<file path="config.mk">
export PLATFORM = sky130hd
export DESIGN_NAME = display_timings
export DESIGN_NICKNAME = d
export VERILOG_FILES = /design/src/rtl/cube_pkg.sv /design/src/rtl/display_timings.sv
export SDC_FILE = /design/constraint.sdc
export NUM_CORES = 1
export LEC_CHECK = 0
export CAP_MARGIN = 0
export CORE_MARGIN = 3
export CORE_UTILIZATION = 60
export CTS_CLUSTER_DIAMETER = 60
export DETAILED_ROUTE_END_ITERATION = 8
export DONT_BUFFER_PORTS = 1
export PLACE_DENSITY = 0.82
export SLEW_MARGIN = 15
export SYNTH_ARGS = -nofsm -noshare
export SYNTH_HDL_FRONTEND = slang
export SYNTH_SLANG_ARGS = --single-unit
</file>
<file path="constraint.sdc">
create_clock -name clk_100m -period 7.7 [get_ports clk_100m]
set_clock_uncertainty 0.15 [all_clocks]
set_input_delay 1.155 -clock clk_100m [delete_from_list [all_inputs] [get_ports clk_100m]]
set_output_delay 1.155 -clock clk_100m [all_outputs]
set_load 0.01 [all_outputs]
</file>
<file path="src/rtl/cube_pkg.sv">
// shared constants for the cube display, single clock at one pixel per cycle
// edge table assumes a 160x90 framebuffer, palette entries are 12-bit rgb
package cube_pkg;

    localparam int CORDW = 16;      // signed screen coordinates
    localparam int CIDXW = 4;       // colour index width
    localparam int CHANW = 4;       // bits per colour channel

    // framebuffer geometry
    localparam int FB_WIDTH  = 160;
    localparam int FB_HEIGHT = 90;
    localparam int FB_DEPTH  = FB_WIDTH * FB_HEIGHT;
    localparam int FB_ADDRW  = 14;

    // raster timing, syncs active high
    localparam int H_ACTIVE = 160;
    localparam int H_FRONT  = 8;
    localparam int H_SYNC   = 16;
    localparam int H_BACK   = 16;
    localparam int H_TOTAL  = H_ACTIVE + H_FRONT + H_SYNC + H_BACK;  // 200
    localparam int V_ACTIVE = 90;
    localparam int V_FRONT  = 2;
    localparam int V_SYNC   = 3;
    localparam int V_BACK   = 5;
    localparam int V_TOTAL  = V_ACTIVE + V_FRONT + V_SYNC + V_BACK;  // 100

    localparam int DRAW_WAIT = 3;   // frames to let pass after reset
    localparam int LINE_CNT  = 9;   // cube edges
    localparam logic [CIDXW-1:0] DRAW_CIDX = CIDXW'(8);  // red after reset

    // x0, y0, x1, y1 per edge
    localparam logic signed [CORDW-1:0] CUBE_EDGES [LINE_CNT][4] = '{
        '{ 65, 30, 115, 30},    // front face
        '{115, 30, 115, 80},
        '{115, 80,  65, 80},
        '{ 65, 80,  65, 30},
        '{ 65, 80,  45, 60},    // receding edges and back face
        '{ 45, 60,  45, 10},
        '{ 45, 10,  65, 30},
        '{ 45, 10,  95, 10},
        '{ 95, 10, 115, 30}
    };

    // red, green, blue nibbles
    localparam logic [3*CHANW-1:0] PALETTE [2**CIDXW] = '{
        12'h000, 12'h223, 12'h725, 12'h075,
        12'h942, 12'h344, 12'hccc, 12'hfff,
        12'hf05, 12'hf80, 12'hfe3, 12'h0e4,
        12'h3af, 12'h879, 12'hf7a, 12'hfca
    };

endpackage

</file>
<file path="src/rtl/display_timings.sv">
// raster counters and sync strobes, all outputs registered
// counters sit on the last position in reset so the first frame starts cleanly
`timescale 1ns/1ps

module display_timings import cube_pkg::*; (
    input  logic                    clk_100m,
    input  logic                    arst_n,
    output logic signed [CORDW-1:0] sx,
    output logic signed [CORDW-1:0] sy,
    output logic                    hsync,
    output logic                    vsync,
    output logic                    de,
    output logic                    frame,
    output logic                    line
);

    localparam int HS_START = H_ACTIVE + H_FRONT;
    localparam int HS_END   = HS_START + H_SYNC;
    localparam int VS_START = V_ACTIVE + V_FRONT;
    localparam int VS_END   = VS_START + V_SYNC;

    logic signed [CORDW-1:0] sx_nxt;
    logic signed [CORDW-1:0] sy_nxt;
    logic                    line_end;
    logic                    frame_end;

    assign line_end  = (sx == H_TOTAL - 1);
    assign frame_end = (sy == V_TOTAL - 1);

    // next raster position, flags below are decoded from it
    always_comb begin
        sx_nxt = line_end ? '0 : sx + CORDW'(1);
        sy_nxt = sy;
        if (line_end) begin
            sy_nxt = frame_end ? '0 : sy + CORDW'(1);
        end
    end

    always_ff @(posedge clk_100m or negedge arst_n) begin
        if (!arst_n) begin
            sx    <= CORDW'(H_TOTAL - 1);
            sy    <= CORDW'(V_TOTAL - 1);
            hsync <= 1'b0;
            vsync <= 1'b0;
            de    <= 1'b0;
            frame <= 1'b0;
            line  <= 1'b0;
        end else begin
            sx    <= sx_nxt;
            sy    <= sy_nxt;
            hsync <= (sx_nxt >= HS_START) && (sx_nxt < HS_END);
            vsync <= (sy_nxt >= VS_START) && (sy_nxt < VS_END);  // whole lines
            de    <= (sx_nxt < H_ACTIVE) && (sy_nxt < V_ACTIVE);
            frame <= (sx_nxt == 0) && (sy_nxt == 0);
            line  <= (sx_nxt == 0);
        end
    end

endmodule

</file>
==> results by group <==
Status
  • Status: finished, final reports clean

Logic synthesis
  • Mapped Avg Cell Area: 9.059 um2
  • Compound-Gate Fraction of Synth Area: 11.67%
  • EDFF count, synth: 0
  • Adder-Cell Fraction of Synth Area: 1.071%
  • Seq cells post-synth: 37
  • Mux contribution to synthesized area: 2.623%
  • Synth cell types: 57
  • Warnings from Yosys: 0
  • Register area share after synthesis: 40.10%
  • Top cell type's share of synthesized area: 29.98%
  • Synth area leaders: dfrtp_1 (30%), dfstp_2 (10%), xnor2_1 (4.5%)
  • Post-synth top area cell: dfrtp_1
  • Post-Synthesis Cells: 258
  • Simple-Gate Fraction of Synth Area: 31.42%
  • Async set-reset flop share out of synthesis: 100.0%
  • XOR/XNOR Fraction of Synth Area: under 10%
  • Main combinational cell family by area after synthesis: simple AND/OR/NAND/NOR gates
  • Top-count cell post-synth: dfrtp_1
  • Main synth FF type: dfrtp_1
  • Synth top cells by count: dfrtp_1 (28), nand2_1 (21), inv_1 (17), nor2_1 (17), nor4_1 (13)
  • Post-synthesis cell area: 0.002337 mm2
  • Syn_nets: 262

Run
  • Max cap viols: 0

Power
  • Worst VDD drop: approximately 0.083 mV
  • Total chip power: 0.3691 mW
  • LEAKAGE: 1.028 nW
  • Cell area power density: 149.2 mW/mm2

STA
  • Final Critical Period: around 3200 ps
  • Final Cycle Share: 41.99%
  • Actual slew at the worst max-slew pin: 770.5 ps
  • RSZ-0062 raised after global routing: no
  • Final hold violations: 0
  • Setup_tns: 0 ps
  • Peak Freq: 0.3093 GHz
  • Slew headroom: 48.16%
  • Final setup violating endpoints: 0
  • Final Slew Violations: 0

CTS
  • Max clock buf depth: 2
  • Latest clock arrival within the worst-skew pair: 290 ps
  • Cts bufs inserted: 5
  • CTS tree: yes
  • Post-CTS Hold Fix Bufs: 0
  • CTS HTree Levels: 2
  • Root Driver: clkbuf_8
  • Cts repair resizes: 0
  • Clk sinks: 37
  • Postcts setup bufs: 0
  • Clk slew on worst S/H paths: 70 ps

Global routing
  • Met1 usage: 35.12%
  • Most used routing layer: met2
  • Met3 usage: 8.539%
  • Gr ovfl total: 0
  • Initial antenna violation count: 0
  • GR Layer Usage met2: between 30% and 40%
  • Pin count of the biggest net entering global routing: 38
  • Total track usage: 26.15%
  • First-pass GRT wire length: 9073 um
  • Vias in the first global route: ~1,800

Floorplanning
  • Die Area: 0.004681 mm2
  • Die width: 68.42 um
  • Initial core utilization: 62.90%
  • # rows: 22
  • Die Y: 68.42 um
  • Core Box Area: between 0.003 and 0.004 mm2
  • Top Ports: 39

Worst setup path
  • Reg2reg start: sx[0]
  • Critical path peak fanout: 6
  • Crit path arrival time: 3310 ps
  • CP Capture Type: flip-flop
  • Crit Path Class: flip-flop to flip-flop
  • Worst setup path start: sx[0]
  • CP startpoint kind: flip-flop
  • Critical Path RT: roughly 7800 ps

Hold path
  • Hold WC Path Type: input port to async pin

Cells and area
  • Post-route insts no fill: slightly above 300
  • Area growth syn-to-layout: 5.888%
  • Ratio of cells with drive above 1 in the final layout: between 10% and 20%
  • Final #Nets: 259
  • Antenna Diode Count: 0

Placed design
  • IO buf count: 0
  • Hpwl dp: 3965 um
  • GPL Wtd Cong: approximately 0.96
  • Placed Instances: a little under 300

Routing
  • DR iter-0 viols: 248
  • Vias: approximately 2,000
  • DRC: 0
  • Vias/cell: around 6.5
  • Drt first pass iters: 4
  • Final ANT Viol Nets: 0
  • WL/cell: about 18 um
  • Final wirelength: 5505 um
==> layout by cell type, fill, tap and decap left out, types with 2 or more instances in the layout <==
cell type / count
a21oi_1: 7
a31o_2: 2
a31oi_1: 4
and3_1: 3
and4_1: 3
clkbuf_8: 6
dfrtp_1: 28
dfstp_2: 9
ha_1: 2
inv_1: 17
mux2i_1: 5
nand2_1: 21
nand2b_1: 2
nand3_1: 12
nand4_1: 7
nand4b_1: 2
nor2_1: 17
nor3_1: 10
nor3b_1: 2
nor4_1: 13
nor4_2: 2
o2111ai_1: 3
o21ai_0: 9
o21ai_1: 2
o31ai_1: 3
or2_1: 2
or2_2: 5
or3_1: 3
or3b_1: 2
or4_1: 2
or4_4: 3
or4b_1: 2
xnor2_1: 12
xor2_1: 10
==> state kept, by name, indices dropped and copies added, names as in the netlist <==
register and flops:
frame 1, hsync 1, de 1, sx 16, sy 16, line 1
vsync 1
==> path summary, 6_finish.rpt <==
path | slack [ps] | cells past startpoint | end
max | 4470 | 8 | frame
min in group clk_100m | 490 | 1 | sx[0]
min reg2reg | 490 | 1 | sx[0]
max in group asynchronous | 6820 | 0 | sx[6]
max reg2reg | 4470 | 8 | frame
min | 400 | 0 | sx[11]
==> cell families (layout without fill, tap and decap cells) <==
kind of cell               Yosys count  after routing
AOI/OAI and AO/OA                   40             40
xor gates and xnor gates            22             22
adders and majority gates            2              2
buffers and inverters               28             26
DFF                                 37             37
muxes                                6              6
and+or+nand+nor                    123            123
==> layout make-up <==
type,count,area (um2)
multi-input combinational,193,1286
sequential,37,937.1
fill,298,1241
clock buffer,6,82.58
inverter,17,63.81
clock inverter,2,37.54
tap,48,60.06
timing repair buffer,1,7.507
==> layer usage <==
metal,routed length [um],share of wire (%)
met5,0,0
met4,105,1.9
met3,462,8.4
met2,2564,47
met1,2373,43
==> stage by stage <==
step                      utilization [%]  instance area [um2]  hold WS, ps  setup slack [ps]
final                               66.60                 2475        397.3              4466
after global routing                66.60                 2475        381.3              4194
after CTS                           66.60                 2475        390.3              4448
after detailed placement            63.37                 2355        438.7              4504
after global placement              63.37                 2355        453.7              4490
after floorplan                         -                 2337        379.6              4851
==> report_power, final <==
| part | switching [mW] | internal (mW) | total, mW |
|---|---|---|---|
| Clock | 0.0694 | 0.105 | 0.175 |
| Sequential | 0 | 0.195 | 0.195 |
| Combinational | 0 | 0 | 0.000000501 |
==> critical path: stages (launching register included) <==
cell	delay (ps)
dfstp_2	600
ha_1	230
nand3_1	230
nor4_1	520
mux2i_1	280
o2111ai_1	200
or3b_1	430
nor4_2	310
and4_1	240
(Power assumes the default switching activity.)
