`config.mk`:
```
export PLATFORM = sky130hd
export DESIGN_NAME = cube_drawer
export DESIGN_NICKNAME = d
export VERILOG_FILES = /design/src/rtl/cube_pkg.sv /design/src/rtl/cube_drawer.sv /design/src/rtl/draw_line.sv
export SDC_FILE = /design/constraint.sdc
export NUM_CORES = 1
export LEC_CHECK = 0
export BUFFER_PORTS_ARGS = -buffer_cell sky130_fd_sc_hd__buf_2
export CAP_MARGIN = 20
export CORE_AREA = 2 2 124 150
export DETAILED_ROUTE_END_ITERATION = 10
export DIE_AREA = 0 0 126 152
export GPL_TIMING_DRIVEN = 0
export PLACE_DENSITY = 0.73
export SLEW_MARGIN = 20
export SYNTH_ARGS = -nofsm -noshare
export SYNTH_HDL_FRONTEND = slang
export SYNTH_SLANG_ARGS = --single-unit
export TNS_END_PERCENT = 5
```
`constraint.sdc`:
```
create_clock -name clk_100m -period 5.95 [get_ports clk_100m]
set_input_delay 0 -clock clk_100m [delete_from_list [all_inputs] [get_ports clk_100m]]
set_output_delay 0 -clock clk_100m [all_outputs]
set_load 0.02 [all_outputs]
```
`src/rtl/cube_pkg.sv`:
```
// shared constants for the cube display, single clock at one pixel per cycle
// edge table assumes a 160x90 framebuffer, palette entries are 12-bit rgb
package cube_pkg;

    localparam int CORDW = 16;      // signed screen coordinates
    localparam int CIDXW = 4;       // colour index width
    localparam int CHANW = 4;       // bits per colour channel

    // framebuffer geometry
    localparam int FB_WIDTH  = 160;
    localparam int FB_HEIGHT = 90;
    localparam int FB_DEPTH  = FB_WIDTH * FB_HEIGHT;
    localparam int FB_ADDRW  = 14;

    // raster timing, syncs active high
    localparam int H_ACTIVE = 160;
    localparam int H_FRONT  = 8;
    localparam int H_SYNC   = 16;
    localparam int H_BACK   = 16;
    localparam int H_TOTAL  = H_ACTIVE + H_FRONT + H_SYNC + H_BACK;  // 200
    localparam int V_ACTIVE = 90;
    localparam int V_FRONT  = 2;
    localparam int V_SYNC   = 3;
    localparam int V_BACK   = 5;
    localparam int V_TOTAL  = V_ACTIVE + V_FRONT + V_SYNC + V_BACK;  // 100

    localparam int DRAW_WAIT = 3;   // frames to let pass after reset
    localparam int LINE_CNT  = 9;   // cube edges
    localparam logic [CIDXW-1:0] DRAW_CIDX = CIDXW'(8);  // red after reset

    // x0, y0, x1, y1 per edge
    localparam logic signed [CORDW-1:0] CUBE_EDGES [LINE_CNT][4] = '{
        '{ 65, 30, 115, 30},    // front face
        '{115, 30, 115, 80},
        '{115, 80,  65, 80},
        '{ 65, 80,  65, 30},
        '{ 65, 80,  45, 60},    // receding edges and back face
        '{ 45, 60,  45, 10},
        '{ 45, 10,  65, 30},
        '{ 45, 10,  95, 10},
        '{ 95, 10, 115, 30}
    };

    // red, green, blue nibbles
    localparam logic [3*CHANW-1:0] PALETTE [2**CIDXW] = '{
        12'h000, 12'h223, 12'h725, 12'h075,
        12'h942, 12'h344, 12'hccc, 12'hfff,
        12'hf05, 12'hf80, 12'hfe3, 12'h0e4,
        12'h3af, 12'h879, 12'hf7a, 12'hfca
    };

endpackage

```
`src/rtl/cube_drawer.sv`:
```
// walks the cube edge table once per pass, gated by the frame strobe
// a redraw only counts once the previous pass has finished
`timescale 1ns/1ps

module cube_drawer import cube_pkg::*; (
    input  logic                    clk_100m,
    input  logic                    arst_n,
    input  logic                    frame,
    input  logic                    redraw,
    input  logic [CIDXW-1:0]        draw_cidx,
    output logic                    we,
    output logic signed [CORDW-1:0] wx,
    output logic signed [CORDW-1:0] wy,
    output logic [CIDXW-1:0]        wcidx,
    output logic                    busy,
    output logic                    finished
);

    enum logic [2:0] {WAIT_FRAMES, IDLE, INIT, DRAW, DONE} state;

    logic [$clog2(DRAW_WAIT+1)-1:0] wait_cnt;
    logic [$clog2(LINE_CNT)-1:0]    line_id;
    logic                           draw_start;
    logic                           draw_done;
    logic signed [CORDW-1:0]        lx0, ly0, lx1, ly1;

    // edge coordinates straight from the table, latched by draw_line on start
    assign lx0 = CUBE_EDGES[line_id][0];
    assign ly0 = CUBE_EDGES[line_id][1];
    assign lx1 = CUBE_EDGES[line_id][2];
    assign ly1 = CUBE_EDGES[line_id][3];

    assign draw_start = (state == INIT);    // the one setup cycle per edge
    assign busy       = (state == INIT) || (state == DRAW);
    assign finished   = (state == DONE);

    always_ff @(posedge clk_100m or negedge arst_n) begin
        if (!arst_n) begin
            state    <= WAIT_FRAMES;
            wait_cnt <= '0;
            line_id  <= '0;
            wcidx    <= DRAW_CIDX;
        end else begin
            case (state)
                WAIT_FRAMES: begin
                    if (frame) begin
                        if (wait_cnt == DRAW_WAIT - 1) begin
                            state <= IDLE;
                        end else begin
                            wait_cnt <= wait_cnt + 1'b1;
                        end
                    end
                end
                IDLE: begin
                    line_id <= '0;
                    if (frame) state <= INIT;   // pass starts on a frame boundary
                end
                INIT: state <= DRAW;
                DRAW: begin
                    if (draw_done) begin
                        if (line_id == LINE_CNT - 1) begin
                            state <= DONE;
                        end else begin
                            line_id <= line_id + 1'b1;
                            state   <= INIT;
                        end
                    end
                end
                default: begin  // DONE
                    if (redraw) begin
                        wcidx <= draw_cidx;     // colour for the next pass
                        state <= IDLE;
                    end
                end
            endcase
        end
    end

    draw_line draw_line_inst (
        .clk_100m (clk_100m),
        .arst_n   (arst_n),
        .start    (draw_start),
        .x0       (lx0),
        .y0       (ly0),
        .x1       (lx1),
        .y1       (ly1),
        .x        (wx),
        .y        (wy),
        .drawing  (we),         // every point is a write
        .done     (draw_done)
    );

endmodule

```
`src/rtl/draw_line.sv`:
```
// integer bresenham over all octants, one point per cycle, both ends drawn
// start is ignored while a line is in progress
`timescale 1ns/1ps

module draw_line import cube_pkg::*; (
    input  logic                    clk_100m,
    input  logic                    arst_n,
    input  logic                    start,
    input  logic signed [CORDW-1:0] x0,
    input  logic signed [CORDW-1:0] y0,
    input  logic signed [CORDW-1:0] x1,
    input  logic signed [CORDW-1:0] y1,
    output logic signed [CORDW-1:0] x,
    output logic signed [CORDW-1:0] y,
    output logic                    drawing,
    output logic                    done
);

    enum logic {IDLE, DRAW} state;

    logic signed [CORDW-1:0] x_end, y_end;
    logic signed [CORDW:0]   dx, dy;        // dy held negative
    logic signed [CORDW:0]   dx_in, dy_in;
    logic signed [CORDW+1:0] err;
    logic signed [CORDW+2:0] e2;
    logic                    right, down;   // step directions
    logic                    movx, movy;
    logic                    at_end;

    always_comb begin
        dx_in = (x1 > x0) ? x1 - x0 : x0 - x1;
        dy_in = (y1 > y0) ? y0 - y1 : y1 - y0;
    end

    assign e2      = {err, 1'b0};
    assign movx    = (e2 >= dy);
    assign movy    = (e2 <= dx);
    assign at_end  = (x == x_end) && (y == y_end);
    assign drawing = (state == DRAW);

    always_ff @(posedge clk_100m or negedge arst_n) begin
        if (!arst_n) begin
            state <= IDLE;
            done  <= 1'b0;
            x     <= '0;
            y     <= '0;
            x_end <= '0;
            y_end <= '0;
            dx    <= '0;
            dy    <= '0;
            err   <= '0;
            right <= 1'b0;
            down  <= 1'b0;
        end else begin
            done <= 1'b0;
            case (state)
                IDLE: begin
                    if (start) begin
                        state <= DRAW;
                        x     <= x0;
                        y     <= y0;
                        x_end <= x1;
                        y_end <= y1;
                        dx    <= dx_in;
                        dy    <= dy_in;
                        err   <= dx_in + dy_in;
                        right <= (x0 < x1);
                        down  <= (y0 < y1);
                    end
                end
                default: begin  // DRAW
                    if (at_end) begin
                        state <= IDLE;
                        done  <= 1'b1;  // cycle after the last point
                    end else begin
                        if (movx) begin
                            x <= right ? x + CORDW'(1) : x - CORDW'(1);
                        end
                        if (movy) begin
                            y <= down ? y + CORDW'(1) : y - CORDW'(1);
                        end
                        // both corrections apply on a diagonal step
                        err <= err + (movx ? dy : (CORDW+1)'(0))
                                   + (movy ? dx : (CORDW+1)'(0));
                    end
                end
            endcase
        end
    end

endmodule

```
==> qor.yml <==
run_status:
  status: "completed"
placed_design:
  placed_cell_area_um2: 10100
  hpwl_um: 19500
  portBuffers: 46
  post-place-ws_ns: 0.0903
  place_congestion: 0.937
sta:
  finalSetupViolations: 0
  hold_viol_final: 0
  fmax_mhz: 173
  tns_ns: 0
  worst_slack_ns: 0.182
  skew_ns: 0.0134
  fin_crit_ns: 5.77
  rsz0062_at_grt: "true"
  slew_viol_final: 0
  tightest_slew_ns: 0.856
  fin_crit_sh_pct: 96.9
  slew_headroom_pct: 42.5
synth:
  yosysMostFrequentCell: "ha_1"
  ys.flop_type: "dfrtp_1"
  netlist_area_um2: 9570
  synthXorXnorAreaFrac_pct: 5.86
  ys_ff_latch: 99
  netlist_instances: 1107
  synth_edf_count: 0
  muxShareOfSynthArea_pct: 3.91
  async_flop_share_pct: 100
  yosysWarningCount: 0
  synth.avg_cell_area_um2: 8.65
  netlist_top_cells_count: "ha_1, nand2_1, inv_1"
  synth_compound_area_share_pct: 21.0
  synth-simple-area-share_pct: 15.0
  synthesis.nets: 1264
  ys_types: 73
  synth.largest_area_cell: "dfrtp_1"
  synth_top_area_share_pct: 25.6
  seq_area_frac_synth_pct: 25.9
  synth_fa_ha_area_share_pct: 21.8
  synth_top_family_by_area: "adder cells"
  ys_top_cells_by_area: "dfrtp_1, ha_1, fa_1, nand2_1, xnor2_1"
global_routing:
  grt_max_degree: 71
  grt_overflow: 0
  grt_pass1_vias: 7987
  grt_usage_pct: 26.3
  grt_pass1_wl_um: 40800
  antenna_found_initial: 0
floorplan:
  dieArea_um2: 19200
  fp.dieW_um: 126
  core_area_um2: 17800
  io_pins: 47
  start_util_pct: 53.7
  num_rows: 54
  die-height_um: 152
setup_path:
  worstSetupEndpointType: "flip-flop"
  path_delay_family: "compound AO/OA/AOI/OAI gates"
  cpPeakStageDelay_ns: 0.48
  start_kind: "flip-flop"
  cp_cell_sequence: "inv_1 > ha_1 > nand3_1 > inv_4 > nor2_1 > inv_1 > ha_1 > inv_1 > fa_1 > a21o_1 > a21o_1 > a21o_1 > a21oi_2 > nor2_2 > mux2_2 > fa_1 > a21o_1 > a21oi_1 > o21bai_1 > a21oi_1 > o21ai_0 > xnor2_1 > nand2_1 > a31oi_1"
  required_ns: 6.24
  path_max_fanout: 7
  crit_arrival_ns: 6.05
  cpMostUsedCell: "a21o_1"
  critPathKind: "flip-flop to flip-flop"
  cp_num_buf_inv: 4
  slowest_stage: "dfrtp_1"
clocking:
  cts.reportedPaths.clkPinSlew_ns: 0.08
  cts-root-buf: "clkbuf_16"
  clk_latency_ns: 0.37
  cts_max_level: 3
  cts.path.max_buffers: 2
  post_cts_buffers: 0
  cts_tree: "built"
  cts.sinks: 99
  numCtsBuffers: 9
cells_and_area:
  area_delta_synth_final_pct: 9.97
  fill_cells: 1644
  fin_area_um2: 10500
  fin_nets: 1329
  antenna_cells_inserted: 0
  layout-drive-gt1-share_pct: 10.8
drt:
  wl_per_cell_um: 17.8
  dr.pass1.iters: 5
  drt_iter0_markers: 528
  vias: 8243
  wl_um: 24900
  postRouteAntennaNets: 0
  vias_per_cell: 5.88
  drc: 0
worst_hold_path:
  hold_class: "input port to asynchronous set/reset pin"
flow_run:
  drv_cap: 0
cells in the final DEF, fill, tap and decap left out, types with 20 or more instances in the layout:
cell      count
a21o_1       41
a21oi_1      79
buf_2        48
clkbuf_1     20
dfrtp_1      98
fa_1         30
ha_1        119
inv_1       105
nand2_1     118
nor2_1       56
nor3_1       20
o21ai_0      71
xnor2_1      47
layer usage:
layer  wire length [um]  vias to the layer above  GRT usage, %  share of wire, %
li1                   -                     4028             -                 -
met3                996                       53          2.82               4.0
met4                720                        0          9.47               2.9
met1              11100                     3962          35.3                45
met5                  0                        -             0                 0
met2              12000                      200          44.1                48
repair_timing:
item | in CTS | in global routing
endpoints found under the setup margin | 0 | 11
gates resized for setup | 0 | 11
hold endpoints to repair | 105 | 0
hold buffers | 7 | 0
final timing paths:
kind | endpoint | slack (ns) | start | cells past startpoint
min in group clk_100m | state[1] | 0.37 | redraw | 3
min | draw_line_inst.err[14] | 0.09 | arst_n | 2
max reg2reg | draw_line_inst.err[11] | 0.18 | line_id[1] | 24
max in group asynchronous | wcidx[3] | 5.16 | arst_n | 3
max | draw_line_inst.err[11] | 0.18 | line_id[1] | 24
min reg2reg | draw_line_inst.x_end[0] | 0.49 | draw_line_inst.x_end[0] | 1
metrics by stage:
step / hold slack [ns] / utilization [%] / cells
floorplan: -0.296 / - / 1107
global placement: 0.207 / 56.5 / 1377
detailed placement: -0.0892 / 56.7 / 1378
CTS: 0.0985 / 58.9 / 1401
global route: 0.127 / 59.0 / 1401
finish: 0.0865 / 59.0 / 1401
cell families after synthesis:
group / after synthesis
buffers and inverters: 144
adders and majority gates: 149
muxes: 34
AOI/OAI and AO/OA: 315
and+or+nand+nor: 302
xor gates and xnor gates: 64
DFF: 99
area by class of cell:
class | instances | area, um2 | share of cell area (%)
Sequential cell | 99 | 2480 | 23.5
Tap cell | 224 | 280 | 2.66
Clock inverter | 7 | 87.6 | 0.832
Multi-Input combinational cell | 864 | 6490 | 61.7
Inverter | 107 | 404 | 3.84
Clock buffer | 9 | 225 | 2.14
Timing Repair Buffer | 54 | 334 | 3.17
Buffer | 37 | 226 | 2.15
state kept, by name, indices dropped and copies added, names as in the netlist, 5 cells and up:
signal,count
draw_line_inst.dx,11
draw_line_inst.dy,11
draw_line_inst.err,17
draw_line_inst.x,16
draw_line_inst.x_end,5
draw_line_inst.y,16
draw_line_inst.y_end,6
Power is left out: the tool's default activity adds up to more than one toggle a clock period on the data nets, which glitch-free logic cannot reach.
